--- src/rtl/ppu_num_pkg.sv ---
package ppu_num_pkg;

    localparam int LANES        = 16;
    localparam int PSUM_W       = 24;
    localparam int ACC_W        = 40;    // psum x Q8.8 scale
    localparam int ACT_W        = 16;
    localparam int ACT_LSB      = 8;     // activation window starts here
    localparam int Q_W          = 8;

    localparam int FP8_EXP_BIAS = 7;     // E4M3
    localparam int RECIP_NUM    = 16320; // 255 << 6
    localparam int RECIP_SHIFT  = 6;
    localparam int Q_MAX        = 255;

    // one accelerator output row, signed lanes
    typedef struct packed {
        logic signed [LANES-1:0][PSUM_W-1:0] lane;
    } psum_row_t;

    typedef struct packed {
        logic [LANES-1:0][ACT_W-1:0] lane;
    } act_row_t;

    typedef struct packed {
        logic [LANES-1:0][Q_W-1:0] lane;
    } quant_row_t;

    typedef struct packed {
        logic [7:0] scale;   // fp8 e4m3
        logic [7:0] bias;    // unsigned
    } ppu_cfg_t;

endpackage

--- src/rtl/ppu_max_recip.sv ---
`timescale 1ns/100ps

module ppu_max_recip import ppu_num_pkg::*; (
    input  logic             clk,
    input  logic             rst_n,
    input  logic             act_valid,
    input  logic             clear,
    input  logic             recip_load,
    input  act_row_t         act_row,
    output logic [ACT_W-1:0] batch_max,
    output logic [ACT_W-1:0] recip
);

    logic [ACT_W-1:0] max_nxt;

    // fold all lanes of the row into the running max
    always_comb begin
        max_nxt = batch_max;
        for (int i = 0; i < LANES; i++) begin
            if (act_row.lane[i] > max_nxt) begin
                max_nxt = act_row.lane[i];
            end
        end
    end

    always_ff @(posedge clk or negedge rst_n) begin
        if (!rst_n) begin
            batch_max <= '0;
        end else if (clear) begin
            batch_max <= '0;
        end else if (act_valid) begin
            batch_max <= max_nxt;
        end
    end

    always_ff @(posedge clk) begin
        if (recip_load) begin
            if (batch_max == '0) begin
                recip <= '1;  // all-zero batch
            end else begin
                recip <= ACT_W'(RECIP_NUM / batch_max);
            end
        end
    end

endmodule

--- config.mk ---
export PLATFORM = sky130hd
export DESIGN_NAME = ppu_max_recip
export DESIGN_NICKNAME = d
export VERILOG_FILES = /design/src/rtl/ppu_num_pkg.sv /design/src/rtl/ppu_max_recip.sv
export SDC_FILE = /design/constraint.sdc
export NUM_CORES = 1
export LEC_CHECK = 0
export BUFFER_PORTS_ARGS = -buffer_cell sky130_fd_sc_hd__buf_2
export CORE_AREA = 4 4 319 321
export CTS_BUF_LIST = sky130_fd_sc_hd__clkbuf_8 sky130_fd_sc_hd__clkbuf_16
export DETAILED_ROUTE_END_ITERATION = 12
export DIE_AREA = 0 0 323 325
export HOLD_SLACK_MARGIN = 0.08
export PLACE_DENSITY = 0.62
export SYNTH_ARGS = -nofsm -noshare
export SYNTH_HDL_FRONTEND = slang
export SYNTH_SLANG_ARGS = --single-unit
--- constraint.sdc ---
create_clock -name clk -period 108.6 [get_ports clk]
set_clock_uncertainty 0.15 [all_clocks]
set_input_delay 27.15 -clock clk [delete_from_list [all_inputs] [get_ports clk]]
set_output_delay 27.15 -clock clk [all_outputs]
set_load 0.02 [all_outputs]
Yosys cells after proc, flatten, opt, wreduce, memory -nomap -nowiden. Index checks and enable logic that the tools add are counted. Widths: inputs -> output; s select.

Reduce and logical (&&, ||, !) cells: 2. Order comparisons: 16. Divide/modulo/power cells: 1. Multiplexer cells: 18.

Operator list (count): $mux 16 (18); $gt 16x16->1 (16); $div 14x16->32 const A (1); $logic_not 16->1 (1); $reduce_bool 2->1 (1).

Word-level logic and storage cells: 39. Input port bits: 261. Output and inout port bits: 32. Register bits after elaboration: 32.

Depth between registers and ports, before layout.
Depth after elaboration: 34. Gate-level depth with buffers: 463. Depth with buffers taken out: 419.

Least setup slack after synthesis. No wires, ideal clock.

Kind: register to register. Start: register batch_max[0]. End: register recip[0], data pin. Library setup time: 272 ps. Stages on the path, launching flop included: 441. Data required time: 108178 ps. Clock period less this slack: 85536 ps. Path buffers: 59. Arrival: 85114 ps. Setup slack: 23064 ps. Path through: dfrtp_1 -> buf_2 -> buf_2 -> clkbuf_1 -> inv_1 -> clkbuf_1 -> clkbuf_1 -> buf_1 -> ha_1 -> buf_4 -> nor2b_1 -> nand4_1 -> nor2_1 -> ha_1 -> nor2b_1 -> o21ai_0 -> a211oi_1 -> ha_1 -> (+405 left out) -> a21o_1 -> nor2_1 -> o211a_1 -> nand4_1 -> nor3_1 -> buf_2 -> buf_1 -> nand2_1 -> o21ai_0 -> ha_1 -> a21o_1 -> a21o_1 -> a21oi_1 -> o21ai_0 -> a2111oi_0 -> nand4_1 -> a211o_1 -> or4b_1.

Word-level cells in the longest chain between the ends: 1. Elaborated cells on any way between the ends: 2. Those cells by class: div: 1; reduce/logical: 1.

RTL lines: from (decl) (line ppu_max_recip.sv:10) `output logic [ACT_W-1:0] batch_max,`; from (signal assigned) (line ppu_max_recip.sv:32) `batch_max <= max_nxt;`; $div 14x16->32 or $logic_not 16->1 (tied branches) (line ppu_max_recip.sv:41, ppu_max_recip.sv:38); to (signal assigned) (line ppu_max_recip.sv:41) `recip <= ACT_W'(RECIP_NUM / batch_max);`; to (decl) (line ppu_max_recip.sv:11) `output logic [ACT_W-1:0] recip`.

Several ways; a longest one is shown, not always the timed one. A chain may end at the register's enable or synchronous reset.

Final worst setup path. Same ends and word-level chain as after synthesis.

==> reports/qor.csv <==
metric,value,unit
Root Driver,clkbuf_16,
CP Max Fanout,36,
WS Path Type,reg -> reg,
number of synthesized flops with an enable pin,16,
H-tree depth,2,
Max Cap Viol,0,
total CTS buffers,5,
via count,37300,
crit path capture type,flip-flop,
RSZ-0062 raised after global routing,false,
"commonest non-fill, non-tap cell in the layout",ha_1,
Mapped Cells,4888,
die area,105000,µm²
core area,99300,µm²
I/O pin total,293,
Synth Net Count,5765,
Netlist Area Pre-Place,34400,µm²
Hold EP,batch_max[1]$_DFFE_PN0P_,
CP startpoint,batch_max[0]$_DFFE_PN0P_,
Post-CTS Setup Bufs,0,
setup violators final,0,
number of clock sinks,32,
share of layout cells above drive strength 1,0.116,
crit path max-delay cell type,a2111oi_0,
FF-to-FF path depth,407,
number of antenna violations at the first check in global routing,39,
Worst R2R Setup Slack,15.22,ns
post-DP HPWL,97200,µm
hold path startpoint,batch_max[1]$_DFFE_PN0P_,
post-synthesis sequential area ratio,0.0256,
Post-synth ARST share,0.500,
hold buffer count at CTS,0,
CTS tree,built,
CP Launch Type,flip-flop,
first-pass GRT wire length,186000,µm
routed wire length,120000,µm
required time worst endpoint,108.50,ns
r2r endpoint,recip[0]$_SDFFCE_PN1P_,
# nets final,5968,
post-DR wirelength/cell,18.6,µm
DR iter-0 viols,2559,
worst slew pin tran,1.15,ns
Skew-Pair Late Insertion Delay,0.32,ns
most frequent CP cell,o21ai_0,
gpl congestion,0.949,
Post-Place Setup Slack,16.89,ns
Tot GR Track Use,0.215,
R2R Path Start,batch_max[0]$_DFFE_PN0P_,
first-pass iteration count of the detailed router,8,
final slew viol count,0,
CP arrival,93.29,ns
Seq cells post-synth,32,
syn avg cell area,7.04,µm²
most used flip-flop cell after synthesis,edfxtp_1,
Initial Utilization,0.346,
Rows,116,
Die H,325,µm
run status,completed,
CTS resizes,0,
Final ANT Viol Nets,0,
most frequent cells in the layout,"ha_1 (616), nor2_1 (438), a21oi_1 (428), nand2_1 (399), o21ai_0 (353)",
largest net degree at the start of global routing,50,
FMAX,10.7,MHz
Layout area overhead,9.17,%
Hold Path Class,reg -> reg,
width of the die,323,µm
setup slack after layout,15.22,ns
Synth cell types,134,
minimum clock period,93.38,ns
Syn. warnings,0,
total gr overflow,0,
IO Port Bufs,292,
Final Hold Viols,0,
Vias per Instance,5.80,
clock buffer depth,2,
TNS Setup,0,ns
hold path cells,2,
slew margin rel.,0.233,
slowest cell delay on critical path,0.78,ns
fin crit share,0.860,
drc violations,0,
Clock transition at path regs,0.08,ns
vias in the first global route,34800,
[kinds of logic after synthesis]
logic type      after synthesis  share of synthesized area
compound gates             1612                      0.306
flops                        32                     0.0256
xor+xnor                    265                     0.0675
simple gates               1680                      0.247
mux                         268                     0.0825
buf+inv                     414                     0.0476
fa+ha+maj                   617                      0.224
[area by class of cell]
class | instances | area (µm²)
Antenna cell | 40 | 100
Clock buffer | 5 | 125
Clock inverter | 3 | 21.3
Fill cell | 10600 | 61700
Inverter | 266 | 998
Multi-Input combinational cell | 4442 | 31900
Sequential cell | 32 | 882
Tap cell | 1298 | 1620
Timing Repair Buffer | 344 | 1850
[worst max-delay path, delay by kind of cell, from the launching register on]
family / cells / cell delay, ns
fa+ha+maj: 31 / 9.97
flops: 1 / 0.58
simple gates: 131 / 25.38
buf+inv: 20 / 5.17
compound gates: 220 / 49.93
mux: 5 / 1.59
[worst max path at each step]
stage               depth (start not counted)                      to  slack [ns]
floorplan                                 440  recip[0]$_SDFFCE_PN1P_       23.06
global placement                          406  recip[0]$_SDFFCE_PN1P_       19.01
detailed placement                        405  recip[0]$_SDFFCE_PN1P_       16.89
CTS                                       405  recip[0]$_SDFFCE_PN1P_       16.54
global route                              413  recip[0]$_SDFFCE_PN1P_        6.76
finish                                    407  recip[0]$_SDFFCE_PN1P_       15.22
[registers in the layout, indices dropped and copies added (netlist names)]
| signal | count |
|---|---|
| recip | 16 |
| batch_max | 16 |
[cells in the mapped netlist (17+ instances only)]
| master | count | share of area |
|---|---|---|
| buf_1 | 21 | 0.0023 |
| a21o_1 | 177 | 0.039 |
| nor3_1 | 112 | 0.016 |
| or3_1 | 44 | 0.0080 |
| xnor2_1 | 174 | 0.044 |
| a21boi_0 | 21 | 0.0046 |
| nand3_1 | 84 | 0.012 |
| o21a_1 | 131 | 0.029 |
| xor2_1 | 91 | 0.023 |
| ha_1 | 616 | 0.22 |
| o31ai_1 | 87 | 0.019 |
| mux2_2 | 108 | 0.035 |
| and3_1 | 39 | 0.0071 |
| inv_1 | 262 | 0.029 |
| mux2i_1 | 155 | 0.045 |
| nand2_1 | 399 | 0.044 |
| o21ai_0 | 353 | 0.051 |
| nor4_1 | 34 | 0.0062 |
| and2_1 | 58 | 0.011 |
| nor2b_1 | 100 | 0.018 |
| nand2b_1 | 147 | 0.027 |
| nor2_1 | 439 | 0.048 |
| o21ai_1 | 17 | 0.0025 |
| nand4_1 | 106 | 0.019 |
| a31oi_1 | 41 | 0.0075 |
| or2_2 | 25 | 0.0045 |
| clkbuf_1 | 93 | 0.010 |
| buf_2 | 22 | 0.0032 |
| o21bai_1 | 21 | 0.0046 |
| a211oi_1 | 51 | 0.011 |
| o211ai_1 | 51 | 0.011 |
| a21oi_1 | 440 | 0.064 |
[routing by layer]
metal  GRT usage  vias up  wire length, µm
met2       0.370     1124            55800
li1            -    18600                -
met3      0.0259      252             7020
met4      0.0727       10             4320
met5           0        -               55
met1       0.277    17300            52500
[through the flow]
step / util / instances / hold WS [ns] / area [µm²]
4_1_cts: 0.377 / 6390 / 0.568 / 37400
6_report: 0.378 / 6430 / 0.572 / 37500
2_1_floorplan: - / 4888 / 0.534 / 34400
3_3_place_gp: 0.376 / 6382 / 0.540 / 37300
5_1_grt: 0.378 / 6415 / 0.607 / 37500
3_5_place_dp: 0.376 / 6382 / 0.552 / 37300
Power is not shown: default switching activity piles up to over one toggle a cycle in this logic, so the estimate is an artifact.
