[src/rtl/ppu_ctrl_pkg.sv]
package ppu_ctrl_pkg;

    localparam int ROWS   = 16;  // rows per batch
    localparam int ROW_AW = 4;

    // idle   waiting for the first row
    // fill   collecting rows into the buffer
    // recip  one cycle to latch the reciprocal
    // drain  streaming the batch out
    typedef enum logic [1:0] {
        PH_IDLE,
        PH_FILL,
        PH_RECIP,
        PH_DRAIN
    } ppu_phase_e;

endpackage

[src/rtl/ppu_ctrl.sv]
`timescale 1ns/100ps

module ppu_ctrl import ppu_ctrl_pkg::*; (
    input  logic clk,
    input  logic rst_n,
    input  logic in_valid,
    input  logic act_valid,
    output logic take,
    output logic recip_load,
    output logic rd_en,
    output logic rd_last,
    output logic clear,
    output logic busy
);

    ppu_phase_e        phase;
    logic [ROW_AW-1:0] take_cnt;
    logic [ROW_AW-1:0] wr_cnt;
    logic [ROW_AW-1:0] rd_cnt;
    logic              last_take;
    logic              last_wr;
    logic              last_rd;

    // take_cnt wraps to zero once the whole batch is in
    assign take = in_valid && (phase == PH_IDLE || (phase == PH_FILL && take_cnt != '0));

    assign last_take  = take && take_cnt == ROW_AW'(ROWS - 1);
    assign last_wr    = act_valid && wr_cnt == ROW_AW'(ROWS - 1);
    assign recip_load = phase == PH_RECIP;
    assign rd_en      = phase == PH_DRAIN && !rd_last && !clear;  // tail waits for quantizer
    assign last_rd    = rd_en && rd_cnt == ROW_AW'(ROWS - 1);

    always_ff @(posedge clk or negedge rst_n) begin
        if (!rst_n) begin
            phase    <= PH_IDLE;
            take_cnt <= '0;
            wr_cnt   <= '0;
            rd_cnt   <= '0;
            rd_last  <= 1'b0;
            clear    <= 1'b0;
            busy     <= 1'b0;
        end else begin
            rd_last <= last_rd;   // lines up with rd_valid
            clear   <= rd_last;   // lines up with out_last
            if (take)      take_cnt <= take_cnt + 1'b1;
            if (act_valid) wr_cnt   <= wr_cnt + 1'b1;
            if (rd_en)     rd_cnt   <= rd_cnt + 1'b1;

            if (last_take) begin
                busy <= 1'b1;
            end else if (clear) begin
                busy <= 1'b0;
            end

            case (phase)
                PH_IDLE: begin
                    if (take) phase <= PH_FILL;
                end
                PH_FILL: begin
                    if (last_wr) phase <= PH_RECIP;
                end
                PH_RECIP: begin
                    phase <= PH_DRAIN;
                end
                PH_DRAIN: begin
                    if (clear) phase <= PH_IDLE;
                end
                default: begin
                    phase <= PH_IDLE;
                end
            endcase
        end
    end

endmodule

[config.mk]
export PLATFORM = sky130hd
export DESIGN_NAME = ppu_ctrl
export DESIGN_NICKNAME = d
export VERILOG_FILES = /design/src/rtl/ppu_ctrl_pkg.sv /design/src/rtl/ppu_ctrl.sv
export SDC_FILE = /design/constraint.sdc
export NUM_CORES = 1
export LEC_CHECK = 0
export ABC_AREA = 1
export ABC_CLOCK_PERIOD_IN_PS = 2000
export BUFFER_PORTS_ARGS = -buffer_cell sky130_fd_sc_hd__buf_2
export CAP_MARGIN = 20
export CORE_ASPECT_RATIO = 0.8
export CORE_UTILIZATION = 40
export CTS_CLUSTER_SIZE = 20
export DETAILED_ROUTE_END_ITERATION = 6
export HOLD_SLACK_MARGIN = 0.1
export PLACE_DENSITY_LB_ADDON = 0.05
export SKIP_CTS_REPAIR_TIMING = 1
export SLEW_MARGIN = 20
export SYNTH_ARGS = -nofsm -noshare
export SYNTH_HDL_FRONTEND = slang
export SYNTH_SLANG_ARGS = --single-unit
[constraint.sdc]
create_clock -name clk -period 2 [get_ports clk]
set_clock_uncertainty 0.15 [all_clocks]
set_input_delay 0.4 -clock clk [delete_from_list [all_inputs] [get_ports clk]]
set_output_delay 0.4 -clock clk [all_outputs]
set_load 0.03 [all_outputs]
After elaboration in Yosys (flattened, before gate mapping)
Index checks and enable logic that the tools add are counted.
W data, S select, Z words.
{"block": "classes", "mux": 6, "reduce_logical": 14, "n_eq_ne": 9, "add_sub_neg": 3}
{"operator": "$add A4 B1 Y4 const B", "n": 3}
{"operator": "$eq A4 B4 Y1 const B", "n": 3}
{"operator": "$pmux W2 S4", "n": 1}
{"operator": "$logic_and A1 B1 Y1", "n": 7}
{"operator": "$mux W2", "n": 3}
{"operator": "$ne A2 B2 Y1 const B", "n": 3}
{"operator": "$eq A2 B2 Y1 const B", "n": 2}
{"operator": "$reduce_bool A4 Y1", "n": 1}
{"operator": "$reduce_and A3 Y1", "n": 1}
{"operator": "$eq A2 B1 Y1 const B", "n": 1}
{"operator": "$logic_not A1 Y1", "n": 2}
{"operator": "$logic_not A2 Y1", "n": 1}
{"operator": "$mux W1", "n": 2}
{"operator": "$reduce_bool A2 Y1", "n": 1}
{"operator": "$logic_or A1 B1 Y1", "n": 1}
{"block": "word_totals", "word_cells": 39, "output_inout_bits": 6, "in_bits": 4, "register_bits": 17}

Depth between registers and ports, before layout
{"block": "depth", "ltp_word": 6, "ltp_mapped": 8}

Worst setup path before layout
OpenSTA, ideal clock, no wires.
{"block": "synth_timing", "path_type": "flip-flop to output port", "from": "register take_cnt[0]", "to": "output port take", "stages_incl_launch_ff": 8, "setup_slack_ns": 0.438, "arrival_ns": 1.012, "t_required_ns": 1.450, "path_cell_list": "dfrtp_1 -> inv_1 -> ha_1 -> nand2_1 -> nand2_2 -> nand2_4 -> nand2_4 -> inv_2"}
{"block": "synth_between", "elab_chain_cells": 4}
{"element": "start: declaration", "line_no": "ppu_ctrl.sv:17", "text": "logic [ROW_AW-1:0] take_cnt;"}
{"element": "start signal: assignment", "line_no": "ppu_ctrl.sv:45", "text": "if (take) take_cnt <= take_cnt + 1'b1;"}
{"element": "$reduce_bool A4 Y1", "line_no": "ppu_ctrl.sv:25", "text": "assign take = in_valid && (phase == PH_IDLE || (phase == PH_FILL && take_cnt != '0));"}
{"element": "$logic_and A1 B1 Y1", "line_no": "ppu_ctrl.sv:25"}
{"element": "$logic_or A1 B1 Y1", "line_no": "ppu_ctrl.sv:25"}
{"element": "$logic_and A1 B1 Y1", "line_no": "ppu_ctrl.sv:25"}
{"element": "end: declaration", "line_no": "ppu_ctrl.sv:8", "text": "output logic take,"}
No other way between the ends.

Worst setup path after layout
{"block": "layout_timing", "from": "register phase[1]", "to": "output port take"}
{"block": "layout_between", "elab_chain_cells": 4}
{"element": "start: declaration", "line_no": "ppu_ctrl.sv:16", "text": "ppu_phase_e phase;"}
{"element": "start signal: assignment", "line_no": "ppu_ctrl.sv:35", "text": "phase <= PH_IDLE;"}
{"element": "start signal: assignment", "line_no": "ppu_ctrl.sv:57", "text": "if (take) phase <= PH_FILL;"}
{"element": "start signal: assignment", "line_no": "ppu_ctrl.sv:60", "text": "if (last_wr) phase <= PH_RECIP;"}
{"element": "$eq A2 B1 Y1", "line_no": "ppu_ctrl.sv:25"}
{"element": "$logic_and A1 B1 Y1", "line_no": "ppu_ctrl.sv:25"}
{"element": "$logic_or A1 B1 Y1 *", "line_no": "ppu_ctrl.sv:25"}
{"element": "$logic_and A1 B1 Y1 *", "line_no": "ppu_ctrl.sv:25"}
Every way passes the cells marked *; elsewhere a longest branch is shown, timed or not.

==> flow_results.org <==
** Critical path
- The worst setup path is launched from a register.
- Beginning of the worst register-to-register path :: phase[1]
- The critical path starts at phase[1].
- For the worst setup path, the data arrival time is 1.40 ns.
- Reg-to-reg critical path endpoint :: take_cnt[3]
- Setup slack on the worst reg-to-reg path comes out at 0.54 ns.
- Along the worst path, the maximum fanout reaches 4.
- For the worst setup path, the data required time is 1.45 ns.
- Critical setup path kind :: reg -> out
- Critical path endpoint category :: output port
- Number of cells on the worst reg-to-reg path :: 8

** Synth
- Number of distinct library cell variants in the gate-level netlist after synthesis :: 19
- Register bit total from synthesis :: 17
- Each instance of the synthesized netlist takes up on average 9.63 um^2.
- Share of the synthesized area in the top cell type :: 0.475
- Share of the yosys chip area belonging to registers :: 0.475
- Synthesis produced a netlist with a net count of 106.
- Largest area contributor in the synthesized netlist :: sky130_fd_sc_hd__dfrtp_1
- Number of flops mapped to enable cells by yosys :: 0
- In the synthesized netlist the async set-or-reset flop fraction comes to 1.00.
- Number of warnings reported in the yosys synthesis log :: 0
- In the post-synthesis netlist, the biggest area contributors are sky130_fd_sc_hd__dfrtp_1 47%, sky130_fd_sc_hd__ha_1 13%, sky130_fd_sc_hd__nand2_1 10%.
- Cell area after synthesis :: 896 um^2
- Flip-flop cell with the highest count after synthesis :: sky130_fd_sc_hd__dfrtp_1
- Ranked by instance count, the synthesized netlist is headed by 24 x sky130_fd_sc_hd__nand2_1, 17 x sky130_fd_sc_hd__dfrtp_1, 9 x sky130_fd_sc_hd__ha_1, 9 x sky130_fd_sc_hd__nand3_1, 7 x sky130_fd_sc_hd__inv_1.
- The cell count after synthesis came out at 93.
- sky130_fd_sc_hd__nand2_1 is the most common cell in the netlist.

** Die
- Vertical extent of the die :: 44.3 um
- Width of the chip :: 54.9 um
- Row generation in the floorplan step produced 14 rows.
- Floorplan die area :: 0.00243 mm^2
- Number of ports placed on the die boundary :: 10
- The region available for standard cell placement spans 0.00200 mm^2.
- For this configuration, the core starts out at a cell density of 0.449.

** Clock network
- The tree built by TritonCTS fans out to 17 sinks.
- TritonCTS built the clock tree.
- H-tree depth reported by CTS :: 1
- The tree is rooted in a sky130_fd_sc_hd__clkbuf_4.
- Source-to-sink clock delay at the later pin of the worst-skew pair :: 0.28 ns
- Clock-pin slew was measured on the worst setup and hold paths at 0.09 ns.
- Number of buffers inserted during clock tree synthesis :: 3
- In this run the deepest clock path goes through 2 buffers.

** Drt
- DRT antenna net count :: 0
- In the final routed layout, each cell accounts on average for 11.8 um.
- Total number of vias :: 651
- Via/cell ratio :: 4.68
- Wire length reported by the detailed router :: 1.64 mm
- DRT Pass-1 Iters :: 4
- In the routed design, unresolved DRC markers number 0.
- After the first detailed-routing iteration, the DRC count stood at 8.

** Global routing
- Initial antenna violation count :: 0
- Entering global routing, the biggest net connects 18 pins.
- Summed over all layers, the global routing overflow is 0.
- Vias in the first global route :: 553
- Global-route wire length before repair :: 2.32 mm
- Across every metal layer, demand over resource in global routing totals 0.141.

** Timing
- Final hold viol count :: 0
- Final critical delay including setup and external delays :: 1.95 ns
- At the pin with the least slew margin, the transition time is 0.367 ns.
- Highest clock rate :: 0.513 GHz
- Worst-case headroom to the max-slew limit :: 0.755
- Setup violations remaining at the end of the flow were counted as 0.
- Final hold analysis gives a worst-case slack of 0.193 ns.
- The number of max-slew violations in the final report came to 0.
- Ratio of final minimum period to clock period :: 0.975

** Final layout
- Number of nets in the finished design :: 129
- Fill count :: 206
- In the final layout, the share of cells above drive strength 1 is 0.339.
- # diodes :: 0
- Relative to the synthesized area, the layout overhead comes to 23.7%.
- Summing all non-filler instances in the final layout gives an area of 0.00111 mm^2.

** Place
- Count of buffers inserted at the top-level ports :: 9
- DPL Wire Length :: 1.02 mm
- Summing all placed instances gives a cell area of 971 um^2.
- Final weighted congestion in routability-driven placement :: 0.870

** Worst hold path
- The path with the worst hold slack has its endpoint at wr_cnt[0].
- Worst hold path class :: in -> reg
- In this run the most critical hold path is launched from act_valid.
- Min-Delay Path Depth :: 2

** Flow run
- Across the run, the number of max-cap violations was 0.

** Power
- Peak supply drop :: 805 uV
- For this design the static power due to leakage is 0.589 nW.
- Dividing total power by cell area gives a power density of 1570 mW/mm^2.

** Outcome
- The run finished with clean final reports.
## where the power goes
| part | leakage, nW | internal, mW | switching, mW |
|---|---|---|---|
| logic | 0.368 | 0.429 | 0.497 |
| clock network | 0.0150 | 0.0774 | 0.100 |
| registers | 0.206 | 0.494 | 0.144 |
## metrics by stage
step	instances	utilization	setup WS (ns)	TNS, ns	total power, mW
after floorplan	93	-	0.438	0	1.16
after global placement	126	0.486	0.279	0	1.31
after detailed placement	126	0.486	0.266	0	1.32
after CTS	130	0.499	-0.0610	-0.0610	1.50
after global routing	139	0.555	-0.0448	-0.0448	1.90
final	139	0.555	0.0506	0	1.74
## final cells by class
type                    instances  area, um^2  area share
inverters                      12        46.3      0.0418
well taps                      24        30.0      0.0271
flip-flops and latches         17         428       0.386
repair buffers                 18         121       0.109
clock buffers                   4        26.3      0.0237
multi-input cells              64         457       0.412
## cell usage in the layout (no fill, tap or decap), types with 2 or more instances in the layout
| master | synthesis | routed |
|---|---|---|
| sky130_fd_sc_hd__buf_2 | 0 | 8 |
| sky130_fd_sc_hd__buf_4 | 0 | 8 |
| sky130_fd_sc_hd__clkbuf_4 | 0 | 3 |
| sky130_fd_sc_hd__dfrtp_1 | 17 | 15 |
| sky130_fd_sc_hd__dfrtp_2 | 0 | 2 |
| sky130_fd_sc_hd__ha_1 | 9 | 7 |
| sky130_fd_sc_hd__ha_4 | 0 | 2 |
| sky130_fd_sc_hd__inv_1 | 7 | 4 |
| sky130_fd_sc_hd__inv_2 | 4 | 7 |
| sky130_fd_sc_hd__nand2_1 | 24 | 23 |
| sky130_fd_sc_hd__nand2_4 | 2 | 3 |
| sky130_fd_sc_hd__nand3_1 | 9 | 9 |
| sky130_fd_sc_hd__nand4_1 | 3 | 3 |
| sky130_fd_sc_hd__nor2_1 | 3 | 3 |
| sky130_fd_sc_hd__xnor2_1 | 2 | 2 |
| sky130_fd_sc_hd__xor2_1 | 5 | 5 |
## sequential cells by signal (all words and copies together) (netlist names)
register  flops
busy          1
clear         1
phase         2
rd_cnt        4
rd_last       1
take_cnt      4
wr_cnt        4
## logic make-up after synthesis
| logic type | synth area share |
|---|---|
| buffers and inverters | 0.0517 |
| adder cells (fa/ha/maj) | 0.126 |
| XOR/XNOR | 0.0684 |
| flip-flops | 0.475 |
| AO/OA/AOI/OAI | 0.00558 |
| multiplexers | 0.0126 |
| AND/OR/NAND/NOR | 0.261 |
## worst max path at each step
stage | end | slack [ns] | cells after the start
after floorplan | take | 0.44 | 7
after global placement | take | 0.28 | 8
after detailed placement | take | 0.27 | 8
after CTS | take | -0.06 | 8
after global routing | take | -0.04 | 7
final | take | 0.05 | 7
## metal layers
layer	track usage	wire [um]
met1	0.183	751
met2	0.205	790
met3	0.0722	70
met4	0.0450	31
met5	0	0
## worst max-delay path, stage by stage (launching register included)
cell	delay, ns
sky130_fd_sc_hd__dfrtp_1	0.44
sky130_fd_sc_hd__inv_2	0.14
sky130_fd_sc_hd__ha_4	0.17
sky130_fd_sc_hd__nand2_4	0.05
sky130_fd_sc_hd__nand2_4	0.09
sky130_fd_sc_hd__nand2_4	0.06
sky130_fd_sc_hd__inv_2	0.05
sky130_fd_sc_hd__buf_6	0.12
Power figures use the tool's default switching activity.
